<file path="src/hv_settings.svh">
`ifndef HV_SETTINGS_SVH
`define HV_SETTINGS_SVH

// hypervector width in bits
`define HV_DIM 128
// width of one generator word
`define HV_WORD_W 32
// fill words per hypervector
`define HV_WORDS 4

// item memory depth and address width
`define HV_ITEMS 16
`define HV_ITEM_AW 4

// hardware threads, issued in rotation
`define HV_THREADS 5
`define HV_THREAD_W 3

// instruction word and rotate amount field
`define HV_INST_W 16
`define HV_SHIFT_W 7

// xorshift start value, reloaded by reset_item
`define HV_XORSHIFT_SEED 32'h92d68ca2

`endif

</file>
<file path="src/hv_pkg.sv">
`include "hv_settings.svh"

package hv_pkg;

    // one hypervector
    typedef logic [`HV_DIM-1:0] hv_vec_t;
    // one generator output word
    typedef logic [`HV_WORD_W-1:0] hv_word_t;
    typedef logic [`HV_ITEM_AW-1:0] item_addr_t;
    typedef logic [`HV_THREAD_W-1:0] thread_idx_t;

    // load form, msb set, item index in the low bits
    typedef struct packed {
        logic form;
        logic [`HV_INST_W-`HV_ITEM_AW-2:0] rsvd;
        item_addr_t addr;
    } hv_load_inst_t;

    // operate form, msb clear
    // bind_op makes r2 = r1 ^ t2
    typedef struct packed {
        logic form;
        logic permute;
        logic bind_op;
        logic store;
        logic keep;
        logic [`HV_INST_W-`HV_SHIFT_W-6:0] rsvd;
        logic [`HV_SHIFT_W-1:0] amount;
    } hv_op_inst_t;

    // same 16 bits, read by form bit
    typedef union packed {
        hv_load_inst_t ld;
        hv_op_inst_t op;
    } hv_inst_t;

endpackage

</file>
<file path="src/hv_item_memory.sv">
`timescale 1ns/1ps
`include "hv_settings.svh"

module hv_item_memory (
    input  logic               clk,
    input  logic               arst_n,
    input  logic               gen,
    input  logic               reset_item,
    input  hv_pkg::item_addr_t item_memory_num,
    input  hv_pkg::item_addr_t rd_addr,
    output hv_pkg::hv_vec_t    rd_data,
    output logic               finish_gen
);

    localparam int WORD_CW = $clog2(`HV_WORDS);
    localparam logic [WORD_CW-1:0] LAST_WORD = WORD_CW'(`HV_WORDS - 1);

    // generator state and its three xorshift steps
    hv_pkg::hv_word_t   xs_state;
    hv_pkg::hv_word_t   xs_a;
    hv_pkg::hv_word_t   xs_b;
    hv_pkg::hv_word_t   xs_next;

    // fill word position inside the vector being built
    logic [WORD_CW-1:0] word_cnt;
    hv_pkg::hv_vec_t    asm_vec;
    logic               wr_pulse;
    hv_pkg::item_addr_t item_addr;

    hv_pkg::hv_vec_t    mem [`HV_ITEMS];

    // shifts 13 left, 17 right, 5 left
    always_comb begin
        xs_a    = xs_state ^ (xs_state << 13);
        xs_b    = xs_a ^ (xs_a >> 17);
        xs_next = xs_b ^ (xs_b << 5);
    end

    // one step per gen cycle
    // seed reload wins over advance
    always_ff @(posedge clk or negedge arst_n) begin
        if (!arst_n) begin
            xs_state <= `HV_XORSHIFT_SEED;
        end else if (reset_item) begin
            xs_state <= `HV_XORSHIFT_SEED;
        end else if (gen) begin
            xs_state <= xs_next;
        end
    end

    always_ff @(posedge clk or negedge arst_n) begin
        if (!arst_n) begin
            word_cnt <= '0;
            wr_pulse <= 1'b0;
        end else if (!gen) begin
            word_cnt <= '0;
            wr_pulse <= 1'b0;
        end else begin
            // wraps after the last word
            word_cnt <= (word_cnt == LAST_WORD) ? '0 : word_cnt + 1'b1;
            // vector complete, write it next cycle
            wr_pulse <= (word_cnt == LAST_WORD);
        end
    end

    // current state goes into slot word_cnt
    always_ff @(posedge clk) begin
        if (gen) begin
            asm_vec[word_cnt*`HV_WORD_W +: `HV_WORD_W] <= xs_state;
        end
    end

    // target item, one step per written vector
    always_ff @(posedge clk or negedge arst_n) begin
        if (!arst_n) begin
            item_addr <= '0;
        end else if (!gen) begin
            item_addr <= '0;
        end else if (wr_pulse) begin
            item_addr <= item_addr + 1'b1;
        end
    end

    // storage, read address taken every cycle
    always_ff @(posedge clk) begin
        if (wr_pulse) begin
            mem[item_addr] <= asm_vec;
        end
        rd_data <= mem[rd_addr];
    end

    // high in the cycle the last requested item is written
    assign finish_gen = wr_pulse && (item_addr == item_memory_num);

endmodule

</file>
<file path="config.mk">
export PLATFORM = sky130hd
export DESIGN_NAME = hv_item_memory
export DESIGN_NICKNAME = d
export VERILOG_FILES = /design/src/hv_pkg.sv /design/src/hv_item_memory.sv
export VERILOG_INCLUDE_DIRS = /design/src
export SDC_FILE = /design/constraint.sdc
export NUM_CORES = 2
export LEC_CHECK = 0
export ABC_AREA = 1
export BUFFER_PORTS_ARGS = -buffer_cell sky130_fd_sc_hd__buf_2
export CAP_MARGIN = 20
export CORE_MARGIN = 10
export CORE_UTILIZATION = 30
export DETAILED_ROUTE_END_ITERATION = 10
export GPL_ROUTABILITY_DRIVEN = 0
export PLACE_DENSITY = 0.5
export RECOVER_POWER = 50
export SLEW_MARGIN = 20
export SYNTH_ARGS = -nofsm -noshare
export SYNTH_HDL_FRONTEND = slang
export SYNTH_SLANG_ARGS = --single-unit
</file>
<file path="constraint.sdc">
create_clock -name clk -period 7.7 [get_ports clk]
set_clock_uncertainty 0.15 [all_clocks]
set_input_delay 0.385 -clock clk [delete_from_list [all_inputs] [get_ports clk]]
set_output_delay 0.385 -clock clk [all_outputs]
set_load 0.02 [all_outputs]
</file>
==> results.md <==
* Outcome: finished, violations left
* Failing checks: max-capacitance violations, max-slew violations
* Die height at 571 µm
* Drt drc at 0
* Routed vias/inst at 4.89
* Syn_area_per_cell at 12.5 µm²
* Place WS at 3950 ps
* WS Path Type: register to register
* HP Class: input port to register
* Core Box Area at 0.302 mm²
* Drt wl/cell at 22.8 µm
* I/O Buffers at 140
* Initial antenna violation count at 9
* Layout cells sized above 1 at 6.50%
* CP Capture Type: register
* Register bit total from synthesis at 2343
* First-pass GRT wire length at 382000 µm
* Post-synthesis mux area share at 0%
* Grt ovf at 0
* Total GRT Usage at 15.5%
* Area growth syn-to-layout at 13.6%
* CP max FO at 34
* Detailed Place HPWL at 126000 µm
* R2R Setup Slk at 2690 ps
* Startpoint Class: register
* Tmin final at 5010 ps
* Worst r2r src: wr_pulse
* PwrDens at 273 mW/mm²
* Leading area contributor after synthesis: edfxtp_1
* Final hold violations at 0
* Synth Area in Simple Gates at 15.7%
* WP data required at 8040 ps
* Achievable Freq at 199 MHz
* Post-detailed-routing wire length at 263000 µm
* Worst Hold Path Cells at 5
* Worst slew margin at -134%
* Post-synthesis cell type count at 32
* CTS tree: done
* Final worst-path cycle share at 65.1%
* Clock transition at path regs at 60 ps
* Cts repair resizes at 0
* Initial core utilization at 30.1%
* First-pass DRT Iterations at 5
* TritonCTS buffer count at 245
* Cells after DPL at 11.0k
* Setup ws final at 2690 ps
* Bufs on Longest Clock Path at 4
* Ys Warns at 0
* FF-to-FF path depth at 6
* Worst Min Path Start: rd_addr[0]
* Register area share after synthesis at 75.8%
* Leak Pwr at 0.0351 µW
* Initial DRC Count at 5280
* Top-area cell type share of the netlist area at 71.9%
* H-tree depth at 4
* Max stage delay cell, worst path: clkbuf_1
* Die X at 571 µm
* Fill cell count at 29.5k
* Max-slew violation count at 164
* Worst hold endpoint: rd_data[16]
* Worst-margin pin slew at 3500 ps
* Syn nets at 7299
* Number of global-route vias before repair at 54.3k
* Setup Buffers After CTS at 0
* Top Ports at 141
* Post-Synth Adder-Cell Area at 0.124%
* Xor and xnor area share after synthesis at 0.116%
* RSZ-0062 raised after global routing: false
* Critical path cell sequence: nand2_1 > nor2_1 > inv_1 > nor2_4 > clkbuf_1 > buf_4
* Final ANT Viol Nets at 0
* Final setup viols at 0
* Root Buffer: clkbuf_16
* Fin cells at 11.5k
* Leading post-synthesis cells by cell area: edfxtp_1 (72%), nand2_1 (6.3%), nand3_1 (5.0%), nor2_1 (4.1%), dfxtp_1 (2.8%)
* Critical path's top delay family: buffers and inverters
* Crit path largest cell delay at 2430 ps
* # nets final at 7334
* Post-synthesis compound-gate area fraction at 5.20%
* Synthesized instance count at 7278
* Worst Path Arrival at 5350 ps
* Clock sink total at 2343
* Mapped Area at 0.0909 mm²
* Die area at 0.326 mm²
* Clock Latency Late Sink at 950 ps
* Largest family of logic cells by synthesized area: simple AND/OR/NAND/NOR gates
* Largest net degree at the start of global routing at 183
* Worst r2r dst: mem[7][28]
* Bufs and invs on worst path at 3
* Via count at 56.2k
* Site Rows at 202
* VDD IR max at 0.232 mV
* Max-cap violations at 6
* Setup TNS at 0 ps
* Final Util at 34.2%
## state kept, by name, indices dropped and copies added, names as in the netlist
signal / flops
word_cnt: 2
rd_data: 128
item_addr: 4
wr_pulse: 1
mem: 2048
asm_vec: 128
xs_state: 32
## cells in the mapped netlist, drive strengths merged
cell,instances
o22ai,10
o21ai,601
dfxtp,128
xor2,5
xnor2,7
dfrtp,25
nand3b,1
and2,8
or2,2
dfstp,14
clkinv,2
nor3,39
ha,9
inv,128
o211ai,165
nand4,2
nand2,1536
a21oi,82
edfxtp,2176
buf,278
a22oi,1
nor2,990
nand3,900
nor4,2
clkbuf,167
## timing repair
action / CTS / global route
setup endpoints to repair: 0 / 0
hold endpoints to repair: 89 / 22
hold buffers: 7 / 1
## worst reg2reg max path, delay by kind of cell (launching register included)
| family | cells | cell delay [ps] |
|---|---|---|
| simple gates | 3 | 410 |
| buf+inv | 3 | 3420 |
| flops | 1 | 540 |
## stage by stage
step | hold WS (ps) | cell area [µm²] | power [µW]
floorplan | -60.6 | 90900 | 15900
global placement | 363 | 95400 | 16700
detailed placement | 380 | 95400 | 16700
CTS | 42.8 | 104000 | 28500
global route | 134 | 103000 | 29300
finish | 81.8 | 103000 | 28200
## worst max-delay path by stage
stage / cells past startpoint / slack (ps) / to / from
2_1_floorplan: 4 / 830 / mem[8][0] / item_addr[0]
3_3_place_gp: 7 / 3970 / rd_data[74] / rd_addr[0]
3_5_place_dp: 7 / 3950 / rd_data[74] / rd_addr[0]
4_1_cts: 5 / 4050 / asm_vec[3] / word_cnt[0]
5_1_grt: 6 / 2520 / mem[7][94] / wr_pulse
6_report: 6 / 2690 / mem[7][28] / wr_pulse
## layout make-up
type / instances / area, µm² / share of cell area (%)
diodes: 1 / 2.50 / 0.00242
clock buffers: 350 / 6910 / 6.68
clock inverters: 109 / 1130 / 1.09
inverters: 130 / 518 / 0.501
multi-input cells: 4360 / 19300 / 18.7
flip-flops and latches: 2343 / 68900 / 66.7
well taps: 3978 / 4980 / 4.82
repair buffers: 233 / 1600 / 1.55
## per-layer routing
| metal | vias to the layer above | global-route usage (%) | routed length, µm |
|---|---|---|---|
| met3 | 368 | 1.84 | 12400 |
| met4 | 0 | 3.79 | 5960 |
| met1 | 28500 | 21.5 | 118000 |
| li1 | 25900 | - | - |
| met5 | - | 0 | 0 |
| met2 | 1528 | 26.1 | 126000 |
## power by group
group	internal [µW]	leakage (µW)	total [µW]	switching [µW]
logic	530	0.00999	2050	1520
clock network	6750	0.00392	11800	5050
registers	14100	0.0212	14400	310
## kinds of logic after synthesis
kind of cell,count (synthesis)
buf+inv,575
xor+xnor,12
compound gates,859
simple gates,3480
fa+ha+maj,9
flops,2343
## cells in the final DEF (no fill, tap or decap), types with 31 or more instances in the layout
| cell type | count |
|---|---|
| a21oi_1 | 82 |
| nor3_1 | 39 |
| clkinv_2 | 35 |
| buf_4 | 54 |
| clkinv_1 | 31 |
| nor2_1 | 978 |
| o21ai_1 | 237 |
| o211ai_1 | 165 |
| nand3_1 | 900 |
| edfxtp_1 | 2176 |
| clkbuf_8 | 36 |
| clkbuf_16 | 246 |
| inv_1 | 121 |
| o21ai_0 | 364 |
| clkbuf_1 | 202 |
| nand2_1 | 1535 |
| dfxtp_1 | 128 |
Note: power is estimated with default switching activity, not from simulation.
