<file path="src/hv_settings.svh">
`ifndef HV_SETTINGS_SVH
`define HV_SETTINGS_SVH

// hypervector width in bits
`define HV_DIM 128
// width of one generator word
`define HV_WORD_W 32
// fill words per hypervector
`define HV_WORDS 4

// item memory depth and address width
`define HV_ITEMS 16
`define HV_ITEM_AW 4

// hardware threads, issued in rotation
`define HV_THREADS 5
`define HV_THREAD_W 3

// instruction word and rotate amount field
`define HV_INST_W 16
`define HV_SHIFT_W 7

// xorshift start value, reloaded by reset_item
`define HV_XORSHIFT_SEED 32'h92d68ca2

`endif

</file>
<file path="src/hv_pkg.sv">
`include "hv_settings.svh"

package hv_pkg;

    // one hypervector
    typedef logic [`HV_DIM-1:0] hv_vec_t;
    // one generator output word
    typedef logic [`HV_WORD_W-1:0] hv_word_t;
    typedef logic [`HV_ITEM_AW-1:0] item_addr_t;
    typedef logic [`HV_THREAD_W-1:0] thread_idx_t;

    // load form, msb set, item index in the low bits
    typedef struct packed {
        logic form;
        logic [`HV_INST_W-`HV_ITEM_AW-2:0] rsvd;
        item_addr_t addr;
    } hv_load_inst_t;

    // operate form, msb clear
    // bind_op makes r2 = r1 ^ t2
    typedef struct packed {
        logic form;
        logic permute;
        logic bind_op;
        logic store;
        logic keep;
        logic [`HV_INST_W-`HV_SHIFT_W-6:0] rsvd;
        logic [`HV_SHIFT_W-1:0] amount;
    } hv_op_inst_t;

    // same 16 bits, read by form bit
    typedef union packed {
        hv_load_inst_t ld;
        hv_op_inst_t op;
    } hv_inst_t;

endpackage

</file>
<file path="src/hv_store_result.sv">
`timescale 1ns/1ps

module hv_store_result (
    input  logic            clk,
    input  logic            arst_n,
    input  logic            run,
    input  logic            store_en,
    input  hv_pkg::hv_vec_t store_vec,
    output logic            store,
    output hv_pkg::hv_vec_t core_result
);

    // value captured with the pulse, held until the next one
    hv_pkg::hv_vec_t result_q;

    // one cycle pulse, nothing while stopped
    always_ff @(posedge clk or negedge arst_n) begin
        if (!arst_n) begin
            store    <= 1'b0;
            result_q <= '0;
        end else if (!run) begin
            store    <= 1'b0;
            result_q <= '0;
        end else begin
            store <= store_en;
            if (store_en) begin
                result_q <= store_vec;
            end
        end
    end

    // zero outside the pulse
    assign core_result = store ? result_q : '0;

endmodule

</file>
<file path="config.mk">
export PLATFORM = sky130hd
export DESIGN_NAME = hv_store_result
export DESIGN_NICKNAME = d
export VERILOG_FILES = /design/src/hv_pkg.sv /design/src/hv_store_result.sv
export VERILOG_INCLUDE_DIRS = /design/src
export SDC_FILE = /design/constraint.sdc
export NUM_CORES = 1
export LEC_CHECK = 0
export BUFFER_PORTS_ARGS = -buffer_cell sky130_fd_sc_hd__buf_2
export CAP_MARGIN = 10
export CORE_MARGIN = 8
export CORE_UTILIZATION = 40
export DETAILED_ROUTE_END_ITERATION = 6
export PLACE_DENSITY = 0.65
export SYNTH_ARGS = -nofsm -noshare
export SYNTH_HDL_FRONTEND = slang
export SYNTH_SLANG_ARGS = --single-unit
</file>
<file path="constraint.sdc">
create_clock -name clk -period 1.1 [get_ports clk]
set_input_delay 0.055 -clock clk [delete_from_list [all_inputs] [get_ports clk]]
set_output_delay 0.055 -clock clk [all_outputs]
set_load 0.03 [all_outputs]
</file>
==> impl_metrics.tcl, run 1 <==
set metrics [dict create \
    hold_viol 0 \
    reg2reg_from "result_q[0]$_DFFE_PN0P_" \
    critical_path.top_delay_family "buffers and inverters" \
    holdWs_ns 0.148 \
    violations "setup timing" \
    reg2reg_to "result_q[0]$_DFFE_PN0P_" \
    place_ws_ns -0.00918 \
    die_h_um 143 \
    min_to "store$_DFF_PN0_" \
    grtUsageMet2 0.334 \
    clock_latency_ns 0.41 \
    use_met3 0.0697 \
    worst_pin_slew_ns 0.408 \
    finalWirelength_mm 21.7 \
    power.total_mw 13.0 \
    cts.sinks 129 \
    drt-initial-drc-count 197 \
    fin_area_um2 10700 \
    synth_largest_area_cell "dfrtp_1" \
    finClkSkew_ns 0 \
    placed_area_um2 8060 \
    start_util 0.409 \
    reg2reg_slack_ns 0.26 \
    grt_overflow 0 \
    drive_gt1_frac 0.445 \
    slowest_stage "dfrtp_2" \
    grt.met1_usage 0.231 \
    synth_nets 689 \
    routedWlPerCell_um 18.6 \
    num_rows 46 \
    ant_nets 0 \
    vias 5528 \
    yosys.area.top_type_share 0.497 \
    synthToLayoutAreaGrowth_pct 64.9 \
    cts_tree "yes" \
    postSynthCellCount 557 \
    port_buffers 260 \
    layout_commonest_cell "dlygate4sd3_1" \
    utilization 0.674 \
    grt_pass1_wl_mm 31.9 \
    fin_crit_sh 1.41 \
    synth_area_um2 6490 \
    ys_ff_latch 129 \
    status "finished, violations left" \
    rsz0062_at_grt "true" \
    min_period_ns 1.55 \
    final-max-slew-violation-count 0 \
    required_ns 1.04 \
    synth.distinct_cells 10 \
    post-route-drc-count 0 \
    die_w_um 143 \
    p_leak_nw 5.42 \
    slew_headroom 0.728 \
    dpl.hpwl_mm 12.8 \
    setup_slack_ns -0.449 \
    cts_buffers 17 \
    reg2reg_depth 2 \
    floorplan.die_area_um2 20600 \
    max_freq_ghz 0.645 \
    cp_num_buf_inv 3 \
    fin_nets 1069 \
    max-vdd-ir-drop_v 0.000936 \
    htree_levels 4 \
    powerDensity_nw_per_um2 1220 \
    hold_class "input port to register" \
    holdCritStartpoint "run" \
    synthTopCellsByArea "dfrtp_1, mux2i_1, and2_1" \
    maxCapViolations 0 \
    firstDrtPassIters 5 \
    grt_pass1_vias 5972 \
    arrival_ns 1.49 \
    critPathKind "register to primary output" \
    setup_violations 129 \
    whs_path_depth 3 \
    syn_avg_cell_area_um2 11.7 \
    busiest_layer "met2" \
    crit_chain "buf_12, clkbuf_16, and2_2, buf_6" \
    yosysWarningCount 0 \
    critPathCaptureType "primary output" \
    place.gp.congestion 0.773 \
    grt_max_degree 73 \
    core_area_um2 15900 \
    io_pins 261 \
    grt.total_usage 0.199 \
    crit_start "store$_DFF_PN0_" \
    crit_fanout 25 \
    cp_slowest_stage_delay_ns 0.41 \
    root_buffer "clkbuf_16" \
    final_cell_mix "dlygate4sd3_1, buf_2, mux2i_1, nor2b_1, dfrtp_1" \
    clockBufferDepth 2 \
    clk_pin_slew_ns 0.06 \
    via_per_inst 4.75 \
    antenna_found_initial 1 \
    crit_path_start_kind "register" \
    synth_seq_area_share 0.497 \
]
## stage by stage
step | setup TNS, ns | cells
global placement | 0 | 1000
global route | -59.40 | 1164
CTS | -49.89 | 1161
detailed placement | -0.00918 | 1000
finish | -52.62 | 1165
floorplan | -1.56 | 557
## state kept, by name (all words and copies together) (netlist names)
name,count
store,1
result_q,128
## timing repair
action / 4_1_cts / 5_1_grt
endpoints found under the hold margin: 257 / 0
endpoints found under the setup margin: 129 / 129
hold buffers: 131 / 0
setup buffers: 0 / 1
gates cloned: 0 / 2
resized for setup: 145 / 147
## synthesized netlist by cell type (all sizes together)
cell type / count
and2: 129
dfrtp: 129
mux2i: 128
nor2b: 128
buf: 23
clkbuf: 20
## routing by layer
layer	vias to the layer above	part of all wire
li1	2551	-
met1	2741	0.41
met2	209	0.51
met3	25	0.073
met4	2	0.012
met5	-	0.00037
## where the power goes
group	switching [mW]	internal, mW	leakage [nW]	total, mW
Sequential	0.157	5.02	1.71	5.18
Combinational	1.03	1.18	3.42	2.21
Clock	1.97	3.66	0.295	5.63
## cells by family (layout without fill, tap and decap cells)
logic type / after synthesis / count (layout) / synth area share
buffers and inverters: 43 / 434 / 0.0580
DFF: 129 / 129 / 0.497
muxes: 128 / 128 / 0.197
other: 0 / 1 / 0
and+or+nand+nor: 257 / 257 / 0.248
## worst max path at each step
stage / to / slack, ns / depth (start not counted)
2_1_floorplan: core_result[100] / -0.05 / 3
3_3_place_gp: core_result[47] / 0.02 / 3
3_5_place_dp: core_result[47] / -0.009 / 3
4_1_cts: core_result[47] / -0.43 / 3
5_1_grt: core_result[101] / -0.49 / 4
6_report: core_result[123] / -0.45 / 4
## layout make-up
cell class	count	area, µm²
multi-input cells	385	3090
diodes	1	2.50
clock inverters	5	75.1
repair buffers	404	3530
flip-flops and latches	129	3230
fillers	1135	5180
clock buffers	25	515
well taps	216	270
## worst register-to-register path, stage by stage, from the launching register on
cell and delay (ns):
dfrtp_1 0.39, mux2i_1 0.21, nor2b_1 0.10
No activity file was read; power rests on OpenSTA's default activity.
==> run 2, diff against run 1 <==
Settings changed: CELL_PAD_IN_SITES_DETAIL_PLACEMENT from default to 0, CELL_PAD_IN_SITES_GLOBAL_PLACEMENT from default to 1, CORE_UTILIZATION 40 to 37, PLACE_DENSITY 0.65 to 0.77.
==> impl_metrics.tcl, run 2 (synthesis gave the netlist of run 1 again) <==
set metrics [dict create \
    power.total_mw 13.0 \
    cts.sinks 129 \
    antennaDiodeCount 0 \
    fin_nets 1074 \
    crit_path_start_kind "register" \
    drive_gt1_frac 0.452 \
    num_rows 48 \
    core_area_um2 17200 \
    grt_pass1_vias 6153 \
    routedWlPerCell_um 16.7 \
    max-vdd-ir-drop_v 0.000947 \
    via_per_inst 4.53 \
    htree_levels 4 \
    vias 5344 \
    rsz0062_at_grt "true" \
    place.gp.congestion 0.770 \
    hold_class "input port to asynchronous set/reset pin" \
    grt_max_degree 71 \
    final-max-slew-violation-count 0 \
    min_period_ns 1.50 \
    max_freq_ghz 0.665 \
    critPathCaptureType "primary output" \
    drt-initial-drc-count 150 \
    post-route-drc-count 0 \
    multi_input_area_um2 3050 \
    start_util 0.377 \
    io_pins 261 \
    port_buffers 260 \
    dpl.hpwl_mm 13.3 \
    cts_buffers 17 \
    regMostFlops "result_q" \
    grt.total_usage 0.179 \
    hold_viol 0 \
    clockBufferDepth 2 \
    p_leak_nw 5.39 \
    regArea_um2 3230 \
    status "finished, violations left" \
    reg2reg_from "result_q[106]$_DFFE_PN0P_" \
    arrival_ns 1.45 \
    reg2reg_depth 2 \
    layout_commonest_cell "buf_2" \
    largest_reg_flops 128 \
    grt_overflow 0 \
    holdWs_ns 0.0801 \
    crit_fanout 52 \
    root_buffer "clkbuf_16" \
    die_h_um 148 \
    final_cell_mix "buf_2, dlygate4sd3_1, mux2i_1, nor2b_1, dfrtp_1" \
    ant_nets 0 \
    finClkSkew_ns 0 \
    critPathKind "register to primary output" \
    clock_latency_ns 0.41 \
    top_regs "result_q: 128 flops, store: 1 flops" \
    filler_cell_count 1335 \
    violations "setup timing" \
    floorplan.die_area_um2 22000 \
    setup_violations 129 \
    place_ws_ns 0.00464 \
    die_w_um 148 \
    firstDrtPassIters 4 \
    synthToLayoutAreaGrowth_pct 61.9 \
    required_ns 1.04 \
    cts_tree "yes" \
    finalWirelength_mm 19.7 \
    worst_pin_slew_ns 0.268 \
    clk_pin_slew_ns 0.06 \
    powerDensity_nw_per_um2 1240 \
    maxCapViolations 0 \
    setup_slack_ns -0.403 \
    fin_crit_sh 1.37 \
    antenna_found_initial 0 \
    reg2reg_slack_ns 0.33 \
    slew_headroom 0.821 \
    reg2reg_to "result_q[106]$_DFFE_PN0P_" \
    grt_pass1_wl_mm 31.9 \
]
run 2: cell count changes in the layout (fill, tap and decap cells not counted), sizes merged:
cell         before  now
inv               0    1
diode             1    0
dlygate4sd3     131  129
clkinv            3    5
clkinvlp          0    4
clkbuf           27   21
buf             271  278
bufinv            2    3
run 2: layer usage:
metal / global-route usage / wire [µm]
met1: 0.204 / 8030
met2: 0.301 / 9630
met3: 0.0690 / 1730
met4: 0.0617 / 310
met5: 0 / 0
run 2: area by class of cell:
cell class              count  share of cell area
repair buffers            409               0.319
flip-flops and latches    129               0.307
multi-input cells         385               0.290
clock buffers              19              0.0421
well taps                 225              0.0268
clock inverters            13              0.0153
run 2: worst max-delay path by stage:
stage	to	cells after the start	slack, ns	from
6_report	core_result[48]	3	-0.40	store$_DFF_PN0_
5_1_grt	core_result[40]	3	-0.46	store$_DFF_PN0_
4_1_cts	core_result[73]	3	-0.44	store$_DFF_PN0_
3_5_place_dp	core_result[103]	3	0.005	store$_DFF_PN0_
3_3_place_gp	core_result[103]	3	0.05	store$_DFF_PN0_
2_1_floorplan	core_result[100]	3	-0.05	store$_DFF_PN0_
run 2: critical path: stages, from the launching register on:
cell and delay [ns]:
dfrtp_2 0.46, buf_12 0.18, and2_2 0.19, buf_4 0.16
run 2: per-stage QoR:
stage	area, µm²	TNS, ns	instances	util
after detailed placement	8150	0	1019	0.473
after global placement	8150	0	1019	0.473
after global routing	10500	-54.63	1180	0.610
final	10500	-47.01	1180	0.610
after CTS	10300	-51.67	1180	0.597
after floorplan	6660	-1.56	557	-
run 2: power breakdown:
group | internal [mW] | switching [mW] | total, mW | leakage [nW]
sequential | 5.02 | 0.150 | 5.17 | 1.71
combinational | 1.13 | 0.977 | 2.11 | 3.40
clock | 3.62 | 2.11 | 5.73 | 0.285
total | 9.77 | 3.23 | 13.0 | 5.39
run 2: what timing repair did:
item	CTS	global route
gates cloned	0	0
pin swaps	0	0
hold buffers	129	0
setup endpoints to repair	129	129
endpoints found under the hold margin	257	0
buffers inserted	0	0
resized for setup	78	117
