===== config.mk =====
export PLATFORM = sky130hd
export DESIGN_NAME = hv_inst_decode
export DESIGN_NICKNAME = d
export VERILOG_FILES = /design/src/hv_pkg.sv /design/src/hv_inst_decode.sv
export VERILOG_INCLUDE_DIRS = /design/src
export SDC_FILE = /design/constraint.sdc
export NUM_CORES = 1
export LEC_CHECK = 0
export ABC_CLOCK_PERIOD_IN_PS = 2700
export BUFFER_PORTS_ARGS = -buffer_cell sky130_fd_sc_hd__buf_2
export CAP_MARGIN = 5
export CORE_MARGIN = 2
export CORE_UTILIZATION = 30
export DETAILED_ROUTE_END_ITERATION = 8
export GPL_ROUTABILITY_DRIVEN = 0
export SLEW_MARGIN = 25
export SYNTH_ARGS = -nofsm -noshare
export SYNTH_HDL_FRONTEND = slang
export SYNTH_SLANG_ARGS = --single-unit

===== constraint.sdc =====
create_clock -name clk -period 2.7 [get_ports clk]
set_input_delay 0.54 -clock clk [delete_from_list [all_inputs] [get_ports clk]]
set_output_delay 0.54 -clock clk [all_outputs]
set_load 0.01 [all_outputs]

===== src/hv_settings.svh =====
`ifndef HV_SETTINGS_SVH
`define HV_SETTINGS_SVH

// hypervector width in bits
`define HV_DIM 128
// width of one generator word
`define HV_WORD_W 32
// fill words per hypervector
`define HV_WORDS 4

// item memory depth and address width
`define HV_ITEMS 16
`define HV_ITEM_AW 4

// hardware threads, issued in rotation
`define HV_THREADS 5
`define HV_THREAD_W 3

// instruction word and rotate amount field
`define HV_INST_W 16
`define HV_SHIFT_W 7

// xorshift start value, reloaded by reset_item
`define HV_XORSHIFT_SEED 32'h92d68ca2

`endif


===== src/hv_pkg.sv =====
`include "hv_settings.svh"

package hv_pkg;

    // one hypervector
    typedef logic [`HV_DIM-1:0] hv_vec_t;
    // one generator output word
    typedef logic [`HV_WORD_W-1:0] hv_word_t;
    typedef logic [`HV_ITEM_AW-1:0] item_addr_t;
    typedef logic [`HV_THREAD_W-1:0] thread_idx_t;

    // load form, msb set, item index in the low bits
    typedef struct packed {
        logic form;
        logic [`HV_INST_W-`HV_ITEM_AW-2:0] rsvd;
        item_addr_t addr;
    } hv_load_inst_t;

    // operate form, msb clear
    // bind_op makes r2 = r1 ^ t2
    typedef struct packed {
        logic form;
        logic permute;
        logic bind_op;
        logic store;
        logic keep;
        logic [`HV_INST_W-`HV_SHIFT_W-6:0] rsvd;
        logic [`HV_SHIFT_W-1:0] amount;
    } hv_op_inst_t;

    // same 16 bits, read by form bit
    typedef union packed {
        hv_load_inst_t ld;
        hv_op_inst_t op;
    } hv_inst_t;

endpackage


===== src/hv_inst_decode.sv =====
`timescale 1ns/1ps
`include "hv_settings.svh"

module hv_inst_decode (
    input  logic                   clk,
    input  logic                   arst_n,
    input  logic                   run,
    input  logic                   get_v,
    input  logic [`HV_INST_W-1:0]  get_d,
    output hv_pkg::hv_inst_t       inst,
    output logic                   inst_valid,
    output hv_pkg::thread_idx_t    thread
);

    localparam hv_pkg::thread_idx_t LAST_THREAD = `HV_THREAD_W'(`HV_THREADS - 1);

    // thread that the next strobe goes to
    hv_pkg::thread_idx_t next_thread;

    // word held for the execute cycle
    always_ff @(posedge clk) begin
        if (get_v) begin
            inst <= get_d;
        end
    end

    // execute strobe, one cycle after get_v
    // only while running
    always_ff @(posedge clk or negedge arst_n) begin
        if (!arst_n) begin
            inst_valid <= 1'b0;
        end else begin
            inst_valid <= run & get_v;
        end
    end

    // rotation, back to 0 while stopped
    // idle cycles hold it
    always_ff @(posedge clk or negedge arst_n) begin
        if (!arst_n) begin
            next_thread <= '0;
        end else if (!run) begin
            next_thread <= '0;
        end else if (get_v) begin
            next_thread <= (next_thread == LAST_THREAD) ? '0 : next_thread + 1'b1;
        end
    end

    // thread tag travels with inst
    always_ff @(posedge clk or negedge arst_n) begin
        if (!arst_n) begin
            thread <= '0;
        end else if (run & get_v) begin
            thread <= next_thread;
        end
    end

endmodule


==> results.md, run 1 <==
* Syn Inst Count at 44
* Worst Tran Pin Value at between 0.4 and 0.5 ns
* Vias per inst at approximately 4.2
* Top-count cell post-synth: edfxtp_1
* CTS Buf Count at 3
* R2r startpoint: next_thread[0]
* First-pass GRT wire length at 2.04 mm
* Final Hold Viols at 0
* Worst Setup End Kind: primary output
* CP delay by family, top: flip-flops
* Post-synth EDFFs at 16
* Top_reg_cell synth: edfxtp_1
* Largest net degree at the start of global routing at 24
* Antenna cells at 0
* Total Wirelength at 1.26 mm
* Row cnt at 18
* Yosys cell types at 14
* Sum Neg Setup Slack at 0 ns
* WP data required at about 2.2 ns
* CTS tree: done
* Drt drc at 0
* GR Util All Layers at 0.0872
* Clock latency on the worst-skew pair at 0.30 ns
* Crit. Startpoint: thread[2]
* # setup viols final at 0
* Worst path max stage delay at 0.41 ns
* Maxcap violations at 0
* Full die area at between 3000 and 4000 um2
* Period utilization at 0.517
* Initial antenna violation count at 0
* Buf/Inv on CP at 1
* Core box area at about 2500 um2
* Vias post-DR at slightly below 500
* Ys Warns at 0
* Hold-fix buffers, CTS at 0
* Resized cells post-CTS at 0
* Reg-to-reg setup timing slack at 1.62 ns
* Critical Path Start Type: flip-flop
* Pins Over Slew Limit at 0
* Avg Cell Area, Syn at 18.0 um2
* Capturing point of the worst reg2reg path: next_thread[1]
* Largest area contributor in the netlist: edfxtp_1
* Rel. slew slack at 0.699
* Leakage at roughly 0.49 nW
* DRT antenna net count at 0
* Slowest CP cell: dfrtp_1
* Clock Skew at around 0.00076 ns
* Post-DP HPWL at about 980 um
* RSZ-0062 raised after global routing: false
* H-tree depth at 1
* Seq/Total Area, Yosys at 0.826
* Outcome: finished, final reports clean
* Syn Nets at 66
* Worst hold slack at around 0.045 ns
* Wire per inst at about 11 um
* Share of layout cells above drive strength 1 at 0.506
* Area contributors post-synth: edfxtp_1, dfrtp_1, ha_1, a21boi_0, mux2_4
* Clock slew at reported path FFs at about 0.12 ns
* Root Buffer: clkbuf_4
* I/O pin count at 40
* Yosys top cell area share at 0.606
* Pwr dens at between 500 and 600 nW/um2
* CP Class: flip-flop to primary output
* Peak supply drop at ~0.28 mV
* PortBufs at 39
* Clk sinks at 23
* NumNets Final at 110
* Hold Path Class: input port to async pin
* Yosys reg bits at 23
* Ordered cell list for the critical path: buf_2
* Remaining global-route overflow at 0
* DIE WIDTH at 55.4 um
* Synth-to-layout area growth at 32.6%
* Crit-path max FO at 2
* Die outline height at 55.4 um
* Starting Density at 0.317
* Clock Tree Buf Depth at 2
* Post-Syn Area at 793 um2
* First-pass detailed-route iteration total at 3
* Fill cells at between 200 and 250
* Vias in the first global route at between 400 and 500
* Worst reg-to-reg path cell count at 5
* Max Freq at a little over 700 MHz
* FFs w/ async S/R, synth at 0.304
* Post-CTS Setup Inserts at 0
* Synth cell count leaders: edfxtp_1, dfrtp_1, inv_1, nand2_1
* Fin crit period at between 1 and 1.5 ns
* DRT iter0 DRCs at 8
* Worst Path Arrival at 0.85 ns
==> layout by cell type, fill, tap and decap left out <==
master and instances:
o21ai_0 2, edfxtp_1 16, and3b_1 1, nand3_1 2, clkbuf_1 1, nand2_1 3, nand2b_1 2, a21boi_0 2
mux2_4 1, nand2_2 1, inv_1 3, o211ai_1 1, ha_1 2, dfrtp_1 7, clkbuf_4 3, buf_2 39
a21oi_1 1
==> power by group <==
part / switching [W] / internal [W] / total (W)
clock: 0.0000898 / 0.0000575 / 0.000147
sequential: 0.00000723 / 0.000406 / 0.000413
combinational: 0.0000371 / 0.0000304 / 0.0000675
==> layer usage <==
metal / GRT usage / routed length, um
met1: 0.108 / 567
met2: 0.133 / 539
met3: 0.0281 / 131
met4: 0.0523 / 17
met5: 0 / 0
==> metrics by stage <==
step	power, W	setup slack (ns)	instance area [um2]	utilization	instances
after CTS	0.000640	1.30	1050	0.421	117
after floorplan	0.000446	1.65	793	-	44
after detailed placement	0.000490	1.15	1030	0.410	113
final	0.000628	1.31	1050	0.421	117
after global placement	0.000489	1.18	1030	0.410	113
after global routing	0.000661	1.26	1050	0.421	117
==> cells by family after synthesis <==
logic type / count (synthesis) / synth area share
AOI/OAI and AO/OA: 6 / 0.0473
adders and majority gates: 2 / 0.0315
buffers and inverters: 3 / 0.0142
DFF: 23 / 0.826
muxes: 1 / 0.0189
and+or+nand+nor: 9 / 0.0615
==> registers in the layout, summed over array words and instances (netlist names) <==
register     cells
thread           3
inst_valid       1
next_thread      3
inst            16
==> cell type report <==
class                      instances  area [um2]  share of cell area
sequential                        23         656               0.623
inverter                           3        11.3              0.0107
clock buffer                       4        26.3              0.0250
multi-input combinational         18         126               0.120
tap                               30        37.5              0.0357
timing repair buffer              39         195               0.185
==> worst max path at each step <==
stage / to / slack, ns / depth (start not counted)
4_1_cts: thread[2] / 1.30 / 1
5_1_grt: thread[2] / 1.26 / 1
3_5_place_dp: thread[2] / 1.15 / 3
3_3_place_gp: thread[2] / 1.18 / 3
6_report: thread[2] / 1.31 / 1
2_1_floorplan: thread[2] / 1.65 / 2
No activity file was read; power rests on OpenSTA's default activity.
==> run 2: changes to the inputs <==
--- a/config.mk
+++ b/config.mk
@@ -6,7 +6,8 @@
 export SDC_FILE = /design/constraint.sdc
 export NUM_CORES = 1
 export LEC_CHECK = 0
-export ABC_CLOCK_PERIOD_IN_PS = 2700
+export ABC_AREA = 1
+export ABC_CLOCK_PERIOD_IN_PS = 1400
 export BUFFER_PORTS_ARGS = -buffer_cell sky130_fd_sc_hd__buf_2
 export CAP_MARGIN = 5
 export CORE_MARGIN = 2
==> constraint.sdc (replaced) <==
create_clock -name clk -period 1.4 [get_ports clk]
set_input_delay 0.28 -clock clk [delete_from_list [all_inputs] [get_ports clk]]
set_output_delay 0.28 -clock clk [all_outputs]
set_load 0.01 [all_outputs]
==> results.md, run 2 <==
* Leakage at roughly 0.52 nW
* Die outline height at 55.9 um
* Synth-to-layout area growth at 33.3%
* Root Buffer: clkbuf_4
* Clock slew at reported path FFs at 0.11 ns
* Ys Warns at 0
* Fin cells at 128
* Total Wirelength at roughly 1.4 mm
* Post-synth EDFFs at 16
* Biggest regs: inst (16), next_thread (3), thread (3)
* Worst Path Arrival at roughly 0.84 ns
* Largest net degree at the start of global routing at 19
* Syn Nets at 76
* Reg-to-reg setup timing slack at about 0.3 ns
* Final Hold Viols at 0
* Worst hold slack at 0.148 ns
* PortBufs at 39
* Share of layout cells above drive strength 1 at 0.449
* Vias in the first global route at ~500
* Seq/Total Area, Yosys at 0.811
* Met2 GRT Util at 0.150
* Sum Neg Setup Slack at 0 ns
* CP delay by family, top: flip-flops
* M3 GR Usage at 0.0326
* Post-DP HPWL at approximately 1.1 mm
* Design area at about 1100 um2
* Top_reg_cell synth: edfxtp_1
* Post-place instance area at between 1000 and 1500 um2
* RSZ-0062 raised after global routing: false
* Vias post-DR at approximately 520
* Critical Path Start Type: flip-flop
* Dpl cells at between 100 and 150
* First-pass detailed-route iteration total at 3
* Clk sinks at 23
* Avg Cell Area, Syn at approximately 15 um2
* Synth cell count leaders: edfxtp_1, nand2_1, dfrtp_1
* Post-Syn Area at 808 um2
* CP Class: flip-flop to primary output
* Hold-fix buffers, CTS at 1
* Worst reg-to-reg path cell count at 7
* Worst Setup End Kind: primary output
* Yosys reg bits at 23
* Fin crit period at 1.12 ns
* Vias per inst at 4.09
* Syn Inst Count at 54
* Resized cells post-CTS at 0
* Buf/Inv on CP at 1
* Remaining global-route overflow at 0
* Worst Tran Pin Value at slightly above 0.4 ns
* Most common cell after layout, fill and taps aside: buf_2
* Most frequent cells in the layout: buf_2, nand2_1, edfxtp_1, dfrtp_1, inv_1
* I/O pin count at 40
* Core box area at between 2000 and 3000 um2
* Crit-path max FO at 2
* NumNets Final at between 100 and 150
* Layer with the highest usage: met2
* Fill cells at between 200 and 250
* Post-layout power at approximately 0.0012 W
* Yosys cell types at 10
* CTS tree: done
* R2r startpoint: next_thread[0]
* Top reg by flops: inst
* Antenna cells at 0
* DRT antenna net count at 0
* Max Freq at between 800 and 900 MHz
* WHS Path Cells at 1
* Maxcap violations at 0
* Ordered cell list for the critical path: buf_2
* Worst Hold Endpoint: inst[7]
* Capturing point of the worst reg2reg path: next_thread[1]
* CTS Buf Count at 3
* FFs w/ async S/R, synth at 0.304
* DIE WIDTH at ~56 um
* First-pass GRT wire length at 2.23 mm
* Slowest CP cell: dfrtp_1
* Rel. slew slack at 0.726
* Area contributors post-synth: edfxtp_1, dfrtp_1, nand2_1, ha_1, inv_1
* GR Util All Layers at 0.0949
* Period utilization at 0.798
* Yosys top cell area share at 0.594
* Largest area contributor in the netlist: edfxtp_1
* Starting Density at 0.320
* # setup viols final at 0
* Peak supply drop at 0.574 mV
* Crit path depth at 1
* Drt drc at 0
* Clock latency on the worst-skew pair at roughly 0.30 ns
* DRT iter0 DRCs at 10
* Post-CTS Setup Inserts at 0
* Met1 GRT Util at 0.114
* Pwr dens at around 1100 nW/um2
* Clock Skew at 0.00443 ns
* Wire per inst at ~11 um
* Row cnt at 18
* Outcome: finished, final reports clean
* WP data required at roughly 1.1 ns
* Hold Path Class: input port to flip-flop
* Worst path max stage delay at roughly 0.4 ns
* Hold Startpoint: get_d[7]
* Initial antenna violation count at 0
* Max reg flops at 16
* H-tree depth at 1
* Pins Over Slew Limit at 0
* Clock Tree Buf Depth at 2
* Full die area at 3130 um2
## run 2: area by class of cell
class / instances / area [um2] / share of cell area
Clock buffer: 4 / 26.3 / 0.0244
Sequential cell: 23 / 656 / 0.609
Multi-Input combinational cell: 24 / 126 / 0.117
Timing Repair Buffer: 40 / 205 / 0.190
Inverter: 7 / 26.3 / 0.0244
Tap cell: 30 / 37.5 / 0.0348
## run 2: kinds of logic (layout without fill, tap and decap cells)
group,count (synthesis),after routing,synth area share
AOI/OAI and AO/OA,3,3,0.0186
adders and majority gates,2,2,0.0310
buffers and inverters,7,51,0.0325
DFF,23,23,0.811
and+or+nand+nor,19,19,0.107
## run 2: worst max-delay path by stage
stage	end	slack, ns	start
global route	next_thread[1]	0.22	next_thread[0]
finish	thread[1]	0.28	thread[1]
global placement	next_thread[1]	0.33	get_v
CTS	inst[3]	0.26	inst[3]
floorplan	next_thread[0]	0.42	next_thread[0]
detailed placement	next_thread[1]	0.29	get_v
## run 2: per-stage QoR
step,util,setup WS (ns)
final,0.427,0.283
after global routing,0.427,0.217
after CTS,0.427,0.258
after detailed placement,0.413,0.292
after global placement,0.413,0.327
after floorplan,-,0.421
## run 2: per-layer routing
metal,share of wire,up-vias
li1,-,264
met3,0.11,0
met2,0.46,27
met4,0,0
met1,0.43,232
met5,0,-
## run 2: where the power goes
part           switching, W  leakage [nW]  internal (W)  total, W
clock              0.000175        0.0150      0.000111  0.000286
sequential        0.0000169         0.251      0.000784  0.000801
combinational     0.0000794         0.252     0.0000618  0.000141
total              0.000271         0.517      0.000956   0.00123
